===== src/pve_mem_pkg.sv =====
`default_nettype none

package pve_mem_pkg;

  //////////////////////////////
  // Default sizes
  //////////////////////////////

  // Banks and lanes, power of two
  parameter int unsigned PVE_MEM_NUM_BANKS  = 4;
  // Rows in each bank
  parameter int unsigned PVE_MEM_BANK_DEPTH = 64;

  //////////////////////////////
  // Field widths
  //////////////////////////////

  parameter int unsigned PVE_MEM_DATA_W = 32;
  parameter int unsigned PVE_MEM_BE_W   = PVE_MEM_DATA_W / 8;
  // Wider than the default region so out-of-range words are reachable
  parameter int unsigned PVE_MEM_ADDR_W = 10;

  //////////////////////////////
  // Lane types
  //////////////////////////////

  // One lane of data
  typedef logic [PVE_MEM_DATA_W-1:0] pve_mem_data_t;

  // Byte enables of one lane
  typedef logic [PVE_MEM_BE_W-1:0]   pve_mem_be_t;

  // Word address, not byte address
  typedef logic [PVE_MEM_ADDR_W-1:0] pve_mem_addr_t;

endpackage : pve_mem_pkg

`default_nettype wire


===== src/pve_mem_rsp_collect.sv =====
`timescale 1ns/1ps
`default_nettype none

module pve_mem_rsp_collect #(
  parameter int unsigned NUM_BANKS = pve_mem_pkg::PVE_MEM_NUM_BANKS
) (
  // Bank responses
  input  logic [NUM_BANKS-1:0]                       i_bank_valid,
  input  pve_mem_pkg::pve_mem_data_t [NUM_BANKS-1:0] i_bank_rdata,
  input  logic [NUM_BANKS-1:0]                       i_bank_err,
  output logic [NUM_BANKS-1:0]                       o_bank_ready,
  // Rotation FIFO head
  input  logic [$clog2(NUM_BANKS)-1:0]               i_rot_head,
  input  logic                                       i_rot_empty,
  output logic                                       o_rot_pop,
  // Vector response
  output logic                                       o_rsp_valid,
  input  logic                                       i_rsp_ready,
  output pve_mem_pkg::pve_mem_data_t [NUM_BANKS-1:0] o_rsp_rdata,
  output logic [NUM_BANKS-1:0]                       o_rsp_err
);

  localparam int unsigned ROT_W = $clog2(NUM_BANKS);

  typedef logic [ROT_W-1:0] rot_t;

  logic rsp_fire;

  //////////////////////////////
  // Join and release
  //////////////////////////////

  // Vector is complete once every bank holds its element
  assign o_rsp_valid = (&i_bank_valid) & ~i_rot_empty;
  assign rsp_fire    = o_rsp_valid & i_rsp_ready;

  // Banks and rotation FIFO advance together
  assign o_bank_ready = {NUM_BANKS{rsp_fire}};
  assign o_rot_pop    = rsp_fire;

  //////////////////////////////
  // Undo the rotation
  //////////////////////////////

  always_comb begin
    rot_t bank;
    for (int unsigned l = 0; l < NUM_BANKS; l++) begin
      // Lane l was stored in bank (l + base) mod NUM_BANKS
      bank           = rot_t'(l) + i_rot_head;
      o_rsp_rdata[l] = i_bank_rdata[bank];
      o_rsp_err[l]   = i_bank_err[bank];
    end
  end

endmodule : pve_mem_rsp_collect

`default_nettype wire


===== config.mk =====
export PLATFORM = sky130hd
export DESIGN_NAME = pve_mem_rsp_collect
export DESIGN_NICKNAME = d
export VERILOG_FILES = /design/src/pve_mem_pkg.sv /design/src/pve_mem_rsp_collect.sv
export SDC_FILE = /design/constraint.sdc
export NUM_CORES = 1
export LEC_CHECK = 0
export ABC_AREA = 1
export ABC_CLOCK_PERIOD_IN_PS = 1100
export BUFFER_PORTS_ARGS = -buffer_cell sky130_fd_sc_hd__buf_2
export CAP_MARGIN = 30
export CORE_AREA = 2 2 109 111
export DETAILED_ROUTE_END_ITERATION = 10
export DIE_AREA = 0 0 111 113
export MAX_ROUTING_LAYER = met4
export PLACE_DENSITY = 0.76
export SLEW_MARGIN = 5
export SYNTH_ARGS = -nofsm -noshare
export SYNTH_HDL_FRONTEND = slang
export SYNTH_SLANG_ARGS = --single-unit

===== constraint.sdc =====
create_clock -name vclk -period 1.1
set_input_delay 0.165 -clock vclk [all_inputs]
set_output_delay 0.165 -clock vclk [all_outputs]
set_load 0.005 [all_outputs]

==> run metrics <==
via count=6817; CLK BUF=0; final setup vio count=131; Layout area overhead=85.77%; Worst-Margin Slew=0.2123 ns; category of the most critical setup path=input port to output port; initial antenna violation count=0; Seq/Total Area, Yosys=0; post-DP HPWL=12.07 mm; total grt overflow=0; failing checks=setup timing; vias in the first global route=5968; status=finished with violations; Yosys Warn Count=0; fin. max-slew vios=0; Arrival @ worst endpoint=1.10 ns; cell mode on critical path=nand2_1; number of DRC markers in iteration 0=just over 600; core area=11270 µm²; FF/Latch Area=0 µm²; worst rel slew slack=0.8585; nets=1357; Die Ht=113 µm; hold_sp=i_bank_valid[3]; crit path launch type=input port; CP startpoint=i_rot_head[0]; Antenna Nets Post-Route=0; HP Class=input port to output port; max_cap viols=0; Final WS setup=-0.1698 ns; commonest non-fill, non-tap cell in the layout=nand2_1; RSZ-0062 raised after global routing=yes; final period utilization=1.154; Worst VDD drop=around 0.22 mV; slowest cell delay on critical path=0.17 ns; Worst path slowest cell=clkbuf_16; drt total wl=19.58 mm; DR WL/cell=14.42 µm; first-pass GRT wire length=27.57 mm; layout cells sized above 1=0.4593; Residual DRC=0; P per Cell Area=472.5 nW/µm²; Starting Density=0.3425; Yosys cell types=11; most frequent cells in the layout=444 x nand2_1, 276 x buf_2, 134 x inv_1; Hold EP=o_rsp_valid; Synth Area per Inst=4.134 µm²; largest net degree at the start of global routing=54; fin crit period=between 1 and 1.5 ns; overall power=3.390 mW; Pleak=4.828 nW; Post-Syn Nets=between 1000 and 1500; DP Worst Slack=-0.1669 ns; io pins=278; area of the die=12540 µm²; number of port buffers=278; critical path, cell by cell=buf_12 > inv_12 > buf_12 > clkbuf_16 > nand2_1 > nand2_1 > nand2_1 > nand2_1 > buf_2; Antenna diodes=0; sequential cell count=0; Crit. End Element=output port; TritonRoute pass-1 iters=5; Hold Vio Cnt, Final=0; vias per cell=5.020; Post-Syn Instances=roughly 930; Max FO, Critical Path=8; Min-Delay Path Depth=4; worst path required time=0.94 ns; row cnt=39; routability congestion estimate=1.018; chip width=between 100 and 150 µm; synthesized area=3861 µm²; Total GRT Usage=0.2678; f_max=787.5 MHz
[where the power goes]
group          switching, mW  total (mW)  internal [mW]
combinational           1.84        3.39           1.55
sequential                 0           0              0
clock                      0           0              0
[metrics by stage]
| stage | instance area (µm²) | setup TNS (ns) | std cells | util | hold slack, ns |
|---|---|---|---|---|---|
| 2_1_floorplan | 3861 | 0 | 934 | - | 0.4381 |
| 3_3_place_gp | 5464 | -13.33 | 1327 | 0.4847 | 0.6553 |
| 3_5_place_dp | 5464 | -14.24 | 1327 | 0.4847 | 0.6550 |
| 4_1_cts | 6569 | -10.92 | 1358 | 0.5828 | 0.6572 |
| 5_1_grt | 7173 | -16.60 | 1358 | 0.6364 | 0.6962 |
| 6_report | 7173 | -10.11 | 1358 | 0.6364 | 0.6541 |
[repair_timing]
| item | 4_1_cts | 5_1_grt |
|---|---|---|
| resized for setup | 140 | 176 |
| setup buffers | 16 | 0 |
| gates cloned | 15 | 7 |
| pin swaps | 72 | 89 |
| endpoints found under the setup margin | 132 | 132 |
| hold buffers | 0 | 0 |
[synth_stat cells]
| library cell | n | area [µm²] |
|---|---|---|
| buf_4 | 13 | 97.59 |
| buf_6 | 13 | 146.4 |
| clkbuf_1 | 5 | 18.77 |
| inv_4 | 1 | 6.260 |
| nor3_1 | 1 | 5.000 |
| inv_1 | 134 | 503.0 |
| buf_2 | 31 | 155.2 |
| nand2_1 | 601 | 2256 |
| inv_2 | 1 | 3.750 |
| nand3_1 | 133 | 665.6 |
| nor2_1 | 1 | 3.750 |
[worst max-delay path by stage]
stage                     cells past startpoint               end  slack, ns
after CTS                                     9   o_rsp_rdata[11]      -0.12
after global placement                        8  o_rsp_rdata[114]      -0.15
after floorplan                               8  o_rsp_rdata[113]       0.07
after global routing                          9  o_rsp_rdata[111]      -0.21
after detailed placement                      8   o_rsp_rdata[10]      -0.17
final                                         9  o_rsp_rdata[111]      -0.17
[final cells by class]
class	instances	area, µm²
Fill cell	1013	4099
Multi-Input combinational cell	736	3832
Timing Repair Buffer	343	2626
Inverter	136	535.5
Tap cell	143	178.9
[critical path, delay by kind of cell]
kind | cells | cell delay (ns)
buffers and inverters | 5 | 0.66
and+or+nand+nor | 4 | 0.28
[layer usage]
layer  routed length [µm]  GRT usage
met4                  990    0.09750
met3                 1468    0.02303
met1                 7149     0.2935
met5                    0          -
met2                 9970     0.5059
[logic make-up (layout without fill, tap and decap cells)]
group                  Yosys count  after routing  share of synthesized area
buffers and inverters          198            479                     0.2411
and+or+nand+nor                736            736                     0.7589
Power figures use the tool's default switching activity.
