--- src/pve_mem_pkg.sv ---
`default_nettype none

package pve_mem_pkg;

  //////////////////////////////
  // Default sizes
  //////////////////////////////

  // Banks and lanes, power of two
  parameter int unsigned PVE_MEM_NUM_BANKS  = 4;
  // Rows in each bank
  parameter int unsigned PVE_MEM_BANK_DEPTH = 64;

  //////////////////////////////
  // Field widths
  //////////////////////////////

  parameter int unsigned PVE_MEM_DATA_W = 32;
  parameter int unsigned PVE_MEM_BE_W   = PVE_MEM_DATA_W / 8;
  // Wider than the default region so out-of-range words are reachable
  parameter int unsigned PVE_MEM_ADDR_W = 10;

  //////////////////////////////
  // Lane types
  //////////////////////////////

  // One lane of data
  typedef logic [PVE_MEM_DATA_W-1:0] pve_mem_data_t;

  // Byte enables of one lane
  typedef logic [PVE_MEM_BE_W-1:0]   pve_mem_be_t;

  // Word address, not byte address
  typedef logic [PVE_MEM_ADDR_W-1:0] pve_mem_addr_t;

endpackage : pve_mem_pkg

`default_nettype wire

--- src/pve_mem_req_dist.sv ---
`timescale 1ns/1ps
`default_nettype none

module pve_mem_req_dist #(
  parameter int unsigned NUM_BANKS  = pve_mem_pkg::PVE_MEM_NUM_BANKS,
  parameter int unsigned BANK_DEPTH = pve_mem_pkg::PVE_MEM_BANK_DEPTH
) (
  input  wire                                          i_clk,
  input  wire                                          i_arst_n,
  // Vector request
  input  logic                                         i_req_valid,
  input  pve_mem_pkg::pve_mem_addr_t                   i_req_addr,
  input  logic                                         i_req_we,
  input  pve_mem_pkg::pve_mem_be_t   [NUM_BANKS-1:0]   i_req_be,
  input  pve_mem_pkg::pve_mem_data_t [NUM_BANKS-1:0]   i_req_wdata,
  output logic                                         o_req_ready,
  // Bank requests
  input  logic [NUM_BANKS-1:0]                         i_bank_ready,
  output logic [NUM_BANKS-1:0]                         o_bank_valid,
  output logic [NUM_BANKS-1:0][$clog2(BANK_DEPTH)-1:0] o_bank_row,
  output logic [NUM_BANKS-1:0]                         o_bank_oor,
  output logic [NUM_BANKS-1:0]                         o_bank_we,
  output pve_mem_pkg::pve_mem_be_t   [NUM_BANKS-1:0]   o_bank_be,
  output pve_mem_pkg::pve_mem_data_t [NUM_BANKS-1:0]   o_bank_wdata,
  // Rotation FIFO, read side
  input  logic                                         i_rot_pop,
  output logic [$clog2(NUM_BANKS)-1:0]                 o_rot_head,
  output logic                                         o_rot_empty
);
  import pve_mem_pkg::*;

  localparam int unsigned ROT_W     = $clog2(NUM_BANKS);
  localparam int unsigned ROW_W     = $clog2(BANK_DEPTH);
  localparam int unsigned ADDR_W    = $bits(pve_mem_addr_t);
  localparam int unsigned WORDS     = NUM_BANKS * BANK_DEPTH;
  localparam int unsigned ROT_DEPTH = 4;
  localparam int unsigned PTR_W     = $clog2(ROT_DEPTH);
  localparam int unsigned CNT_W     = PTR_W + 1;

  typedef logic [ROT_W-1:0] rot_t;
  // One extra bit so base plus lane index cannot wrap
  typedef logic [ADDR_W:0]  word_addr_t;

  rot_t req_rot;
  logic req_fire;
  logic rot_full;

  rot_t             rot_mem [ROT_DEPTH];
  logic [PTR_W-1:0] rot_wr_ptr;
  logic [PTR_W-1:0] rot_rd_ptr;
  logic [CNT_W-1:0] rot_count;

  //////////////////////////////
  // Handshake
  //////////////////////////////

  // Base mod NUM_BANKS is the bank that lane 0 lands on
  assign req_rot = rot_t'(i_req_addr);

  // All banks take the vector in the same cycle or none does
  assign o_req_ready = (&i_bank_ready) & ~rot_full;
  assign req_fire    = i_req_valid & o_req_ready;

  //////////////////////////////
  // Lane to bank routing
  //////////////////////////////

  always_comb begin
    rot_t       lane;
    word_addr_t word;
    for (int unsigned b = 0; b < NUM_BANKS; b++) begin
      // Lane whose word falls into bank b
      lane            = rot_t'(b) - req_rot;
      word            = word_addr_t'(i_req_addr) + word_addr_t'(lane);
      o_bank_row[b]   = ROW_W'(word >> ROT_W);
      o_bank_oor[b]   = (word >= WORDS);
      o_bank_we[b]    = i_req_we;
      o_bank_be[b]    = i_req_be[lane];
      o_bank_wdata[b] = i_req_wdata[lane];
      o_bank_valid[b] = req_fire;
    end
  end

  //////////////////////////////
  // Rotation FIFO
  //////////////////////////////

  assign rot_full    = (rot_count == CNT_W'(ROT_DEPTH));
  assign o_rot_empty = (rot_count == '0);
  assign o_rot_head  = rot_mem[rot_rd_ptr];

  always_ff @(posedge i_clk or negedge i_arst_n) begin
    if (!i_arst_n) begin
      rot_wr_ptr <= '0;
      rot_rd_ptr <= '0;
      rot_count  <= '0;
    end else begin
      if (req_fire) begin
        rot_wr_ptr <= rot_wr_ptr + 1'b1;
      end
      if (i_rot_pop) begin
        rot_rd_ptr <= rot_rd_ptr + 1'b1;
      end
      rot_count <= rot_count + CNT_W'(req_fire) - CNT_W'(i_rot_pop);
    end
  end

  always_ff @(posedge i_clk) begin
    if (req_fire) begin
      rot_mem[rot_wr_ptr] <= req_rot;
    end
  end

endmodule : pve_mem_req_dist

`default_nettype wire

--- config.mk ---
export PLATFORM = sky130hd
export DESIGN_NAME = pve_mem_req_dist
export DESIGN_NICKNAME = d
export VERILOG_FILES = /design/src/pve_mem_pkg.sv /design/src/pve_mem_req_dist.sv
export SDC_FILE = /design/constraint.sdc
export NUM_CORES = 1
export LEC_CHECK = 0
export BUFFER_PORTS_ARGS = -buffer_cell sky130_fd_sc_hd__buf_2
export CAP_MARGIN = 20
export CORE_AREA = 2 2 134 136
export CTS_BUF_LIST = sky130_fd_sc_hd__clkbuf_16
export CTS_CLUSTER_DIAMETER = 120
export DETAILED_ROUTE_END_ITERATION = 10
export DIE_AREA = 0 0 136 138
export REMOVE_ABC_BUFFERS = 1
export SETUP_SLACK_MARGIN = 0.4
export SYNTH_ARGS = -nofsm -noshare
export SYNTH_HDL_FRONTEND = slang
export SYNTH_SLANG_ARGS = --single-unit
--- constraint.sdc ---
create_clock -name i_clk -period 4.02 [get_ports i_clk]
set_input_delay 1.005 -clock i_clk [delete_from_list [all_inputs] [get_ports i_clk]]
set_output_delay 1.005 -clock i_clk [all_outputs]
set_load 0.1 [all_outputs]
==> results.yml <==
global_route:
  overflow: 0
  track_usage_pct: 16.9
  grt_max_degree: 81
  grt_pass1_vias: 4725
  grt_pass1_wl_mm: 25.7
  grt_antenna_before_repair: 2
worst_hold_path:
  hp-start: "rot_rd_ptr[1]$_DFFE_PN0P_"
  min_path_type: "register to register"
  holdPathStages: 1
  hold-path-endpoint: "rot_rd_ptr[1]$_DFFE_PN0P_"
clocking:
  tritoncts: "yes"
  cts_buffers: 3
  cts_hold_buf: 0
  cts_max_path_buffers: 2
  cts_setup_buffers: 0
  root_buffer: "clkbuf_16"
  ctsHtreeMaxLevel: 1
  clkTransAtPathRegs_ps: 50
  clock_sinks: 15
  clk_latency_ps: 240
drt:
  num_vias: 4755
  wire_per_inst_um: 20.2
  totalWireLength_mm: 17.1
  drtAntennaViolNets: 0
  vias_per_cell: 5.61
  drt_iter0_markers: 215
  drc: 0
  drt_first_pass_iters: 4
worst_setup_path:
  cp_top_family: "buffers and inverters"
  crit_path_max_fanout: 30
  r2r_start: "rot_count[1]$_DFF_PN0_"
  cp_slowest_cell: "mux4_2"
  cp-end-kind: "output port"
  path_buf_inv: 4
  path_cells: "clkbuf_8, inv_2, ha_4, buf_4, mux4_2, buf_12"
  startpoint_type: "input pin"
  cp.required_ps: 3010
  reg2reg_to: "rot_count[2]$_DFF_PN0_"
  max_stage_delay_ps: 430
  crit_arrival_ps: 2630
  critPathKind: "input pin to output port"
  reg2reg_slack_ps: 2110
  ff2ff_path_depth: 6
timing:
  fmax_mhz: 275
  fin_hold_ws_ps: 528
  worst_pin_slew_ps: 589
  min_period_ps: 3640
  finClkSkew_ps: 0.692
  drv_slew: 0
  rsz0062_at_grt: "true"
  fin_ws_ps: 384
  final-hold-violation-count: 0
  relSlewSlack_pct: 60.6
  finalCritPeriodShare_pct: 90.4
  setup_viol: 0
  finalSetupTns_ps: 0
power_and_ir_drop:
  p_sw_share_pct: 62.6
  powerDensity_nw_per_um2: 409
  cellLeakagePower_nw: 3.47
  p_clk_share_pct: 5.6
  vdd.ir_drop.worst_mv: 0.354
  p_int_mw: 1.27
  pwr-share-seq_pct: 7.3
  p_switching_mw: 2.13
  p_total_mw: 3.40
  combPwrFrac_pct: 87.1
floorplan:
  die_x_um: 136
  die_y_um: 138
  initial_core_util_pct: 27.5
  row_count: 49
  core_um2: 17500
  io_pins: 347
  dieArea_um2: 18800
synthesis:
  synth_top_cells_by_area: "mux4_2, edfxtp_1, dfrtp_1"
  synth_cell_types: 35
  syn-cell-area_um2: 4810
  synth_top_area_cell: "mux4_2"
  ys_seq_elements: 15
  netlist.area_leader.share_pct: 68.3
  synth_area_per_cell_um2: 15.3
  syn-instance-count: 314
  ys_warn_count: 0
  yosysSeqAreaShare_pct: 8.63
placed_design:
  preCtsSetupSlack_ps: 339
  dpl_cell_area_um2: 8110
  gp_congestion: 0.849
  dp.cells: 839
  dpl.hpwl_mm: 13.6
  io_buffers: 341
final_layout:
  final_common_cell: "buf_2"
  seq_area_um2: 415
  finish.instance_area_um2: 8300
  fillCellCount: 1543
  syn_to_final_growth_pct: 72.3
  final_layout_size_suffix_gt1_share_pct: 82.5
  fin_nets: 792
  layout_common_cells: "buf_2, mux4_2, buf_12"
  final_cells: 847
  final_util_pct: 47.3
  multi_input_area_um2: 3980
run:
  max_cap_viol_count: 0
status:
  status: "finished clean"
## registers in the layout, summed over array words and instances (netlist names)
signal / flops
rot_rd_ptr: 2
rot_wr_ptr: 2
rot_count: 3
rot_mem: 8
## final cells by class
| class | instances | share of cell area, % |
|---|---|---|
| Antenna cell | 2 | 0.0603 |
| Clock buffer | 3 | 0.905 |
| Clock inverter | 1 | 0.0603 |
| Inverter | 13 | 0.588 |
| Multi-Input combinational cell | 232 | 47.9 |
| Sequential cell | 15 | 5.01 |
| Tap cell | 229 | 3.45 |
| Timing Repair Buffer | 352 | 42.0 |
## cell families after synthesis
family / Yosys count / synth area share (%)
AO/OA/AOI/OAI: 16 / 2.44
XOR/XNOR: 21 / 3.82
adder cells (fa/ha/maj): 12 / 3.27
buffers and inverters: 67 / 9.20
flip-flops: 15 / 8.63
multiplexers: 148 / 68.8
AND/OR/NAND/NOR: 35 / 3.87
## Yosys cell counts
cell	number
nor3_1	3
o21ai_0	4
fa_1	1
nand2_1	8
o211ai_1	1
dfrtp_1	7
ha_1	11
buf_4	23
xor2_1	8
a2111oi_0	1
nor2_1	3
nand3_1	5
inv_1	12
o21a_1	1
mux2_2	2
a31oi_1	1
a211oi_4	1
and2_1	4
xnor2_1	13
edfxtp_1	8
a21oi_1	1
buf_6	11
o21ai_1	2
nor4_1	2
mux4_2	146
o2111ai_1	1
nand2b_1	1
nand4_1	6
buf_2	18
o22ai_1	1
clkbuf_1	2
inv_2	1
and4_1	2
a2bb2oi_1	2
nor2b_1	1
## power groups by stage
stage	sequential [mW]	combinational, mW	clock (mW)
after global routing	0.256	3.04	0.199
after CTS	0.250	2.96	0.193
after global placement	0.250	2.93	0
after detailed placement	0.251	2.95	0
after floorplan	0.239	2.01	0
final	0.248	2.96	0.190
## worst reg2reg max path: stages, from the launching register on
cell and delay [ps]:
dfrtp_1 400, nor2_1 110, a211oi_4 560, ha_1 270
fa_1 180, xor2_1 180, xnor2_1 140
## routing by layer
metal  GRT usage, %  routed length, um  vias to the layer above
met3           3.45               1490                       36
met2           30.3               9210                      278
met4           5.04                425                        0
met5              0                  0                        -
li1               -                  -                     1999
met1           20.2               5960                     2442
## repair_timing
action / CTS / global route
endpoints found under the setup margin: 12 / 18
hold endpoints to repair: 0 / 0
cloned: 0 / 2
resized for setup: 6 / 4
## how the worst max path moves through the flow
stage,startpoint,depth (start not counted),endpoint,slack [ps]
CTS,i_req_addr[0],6,o_bank_wdata[28],410
detailed placement,i_req_addr[0],5,o_bank_wdata[114],340
global placement,i_req_addr[0],6,o_bank_wdata[30],370
floorplan,i_req_addr[0],5,o_bank_row[1],-1900
global route,i_req_addr[0],6,o_bank_wdata[87],330
finish,i_req_addr[0],6,o_bank_wdata[87],380
Power figures use the tool's default switching activity.
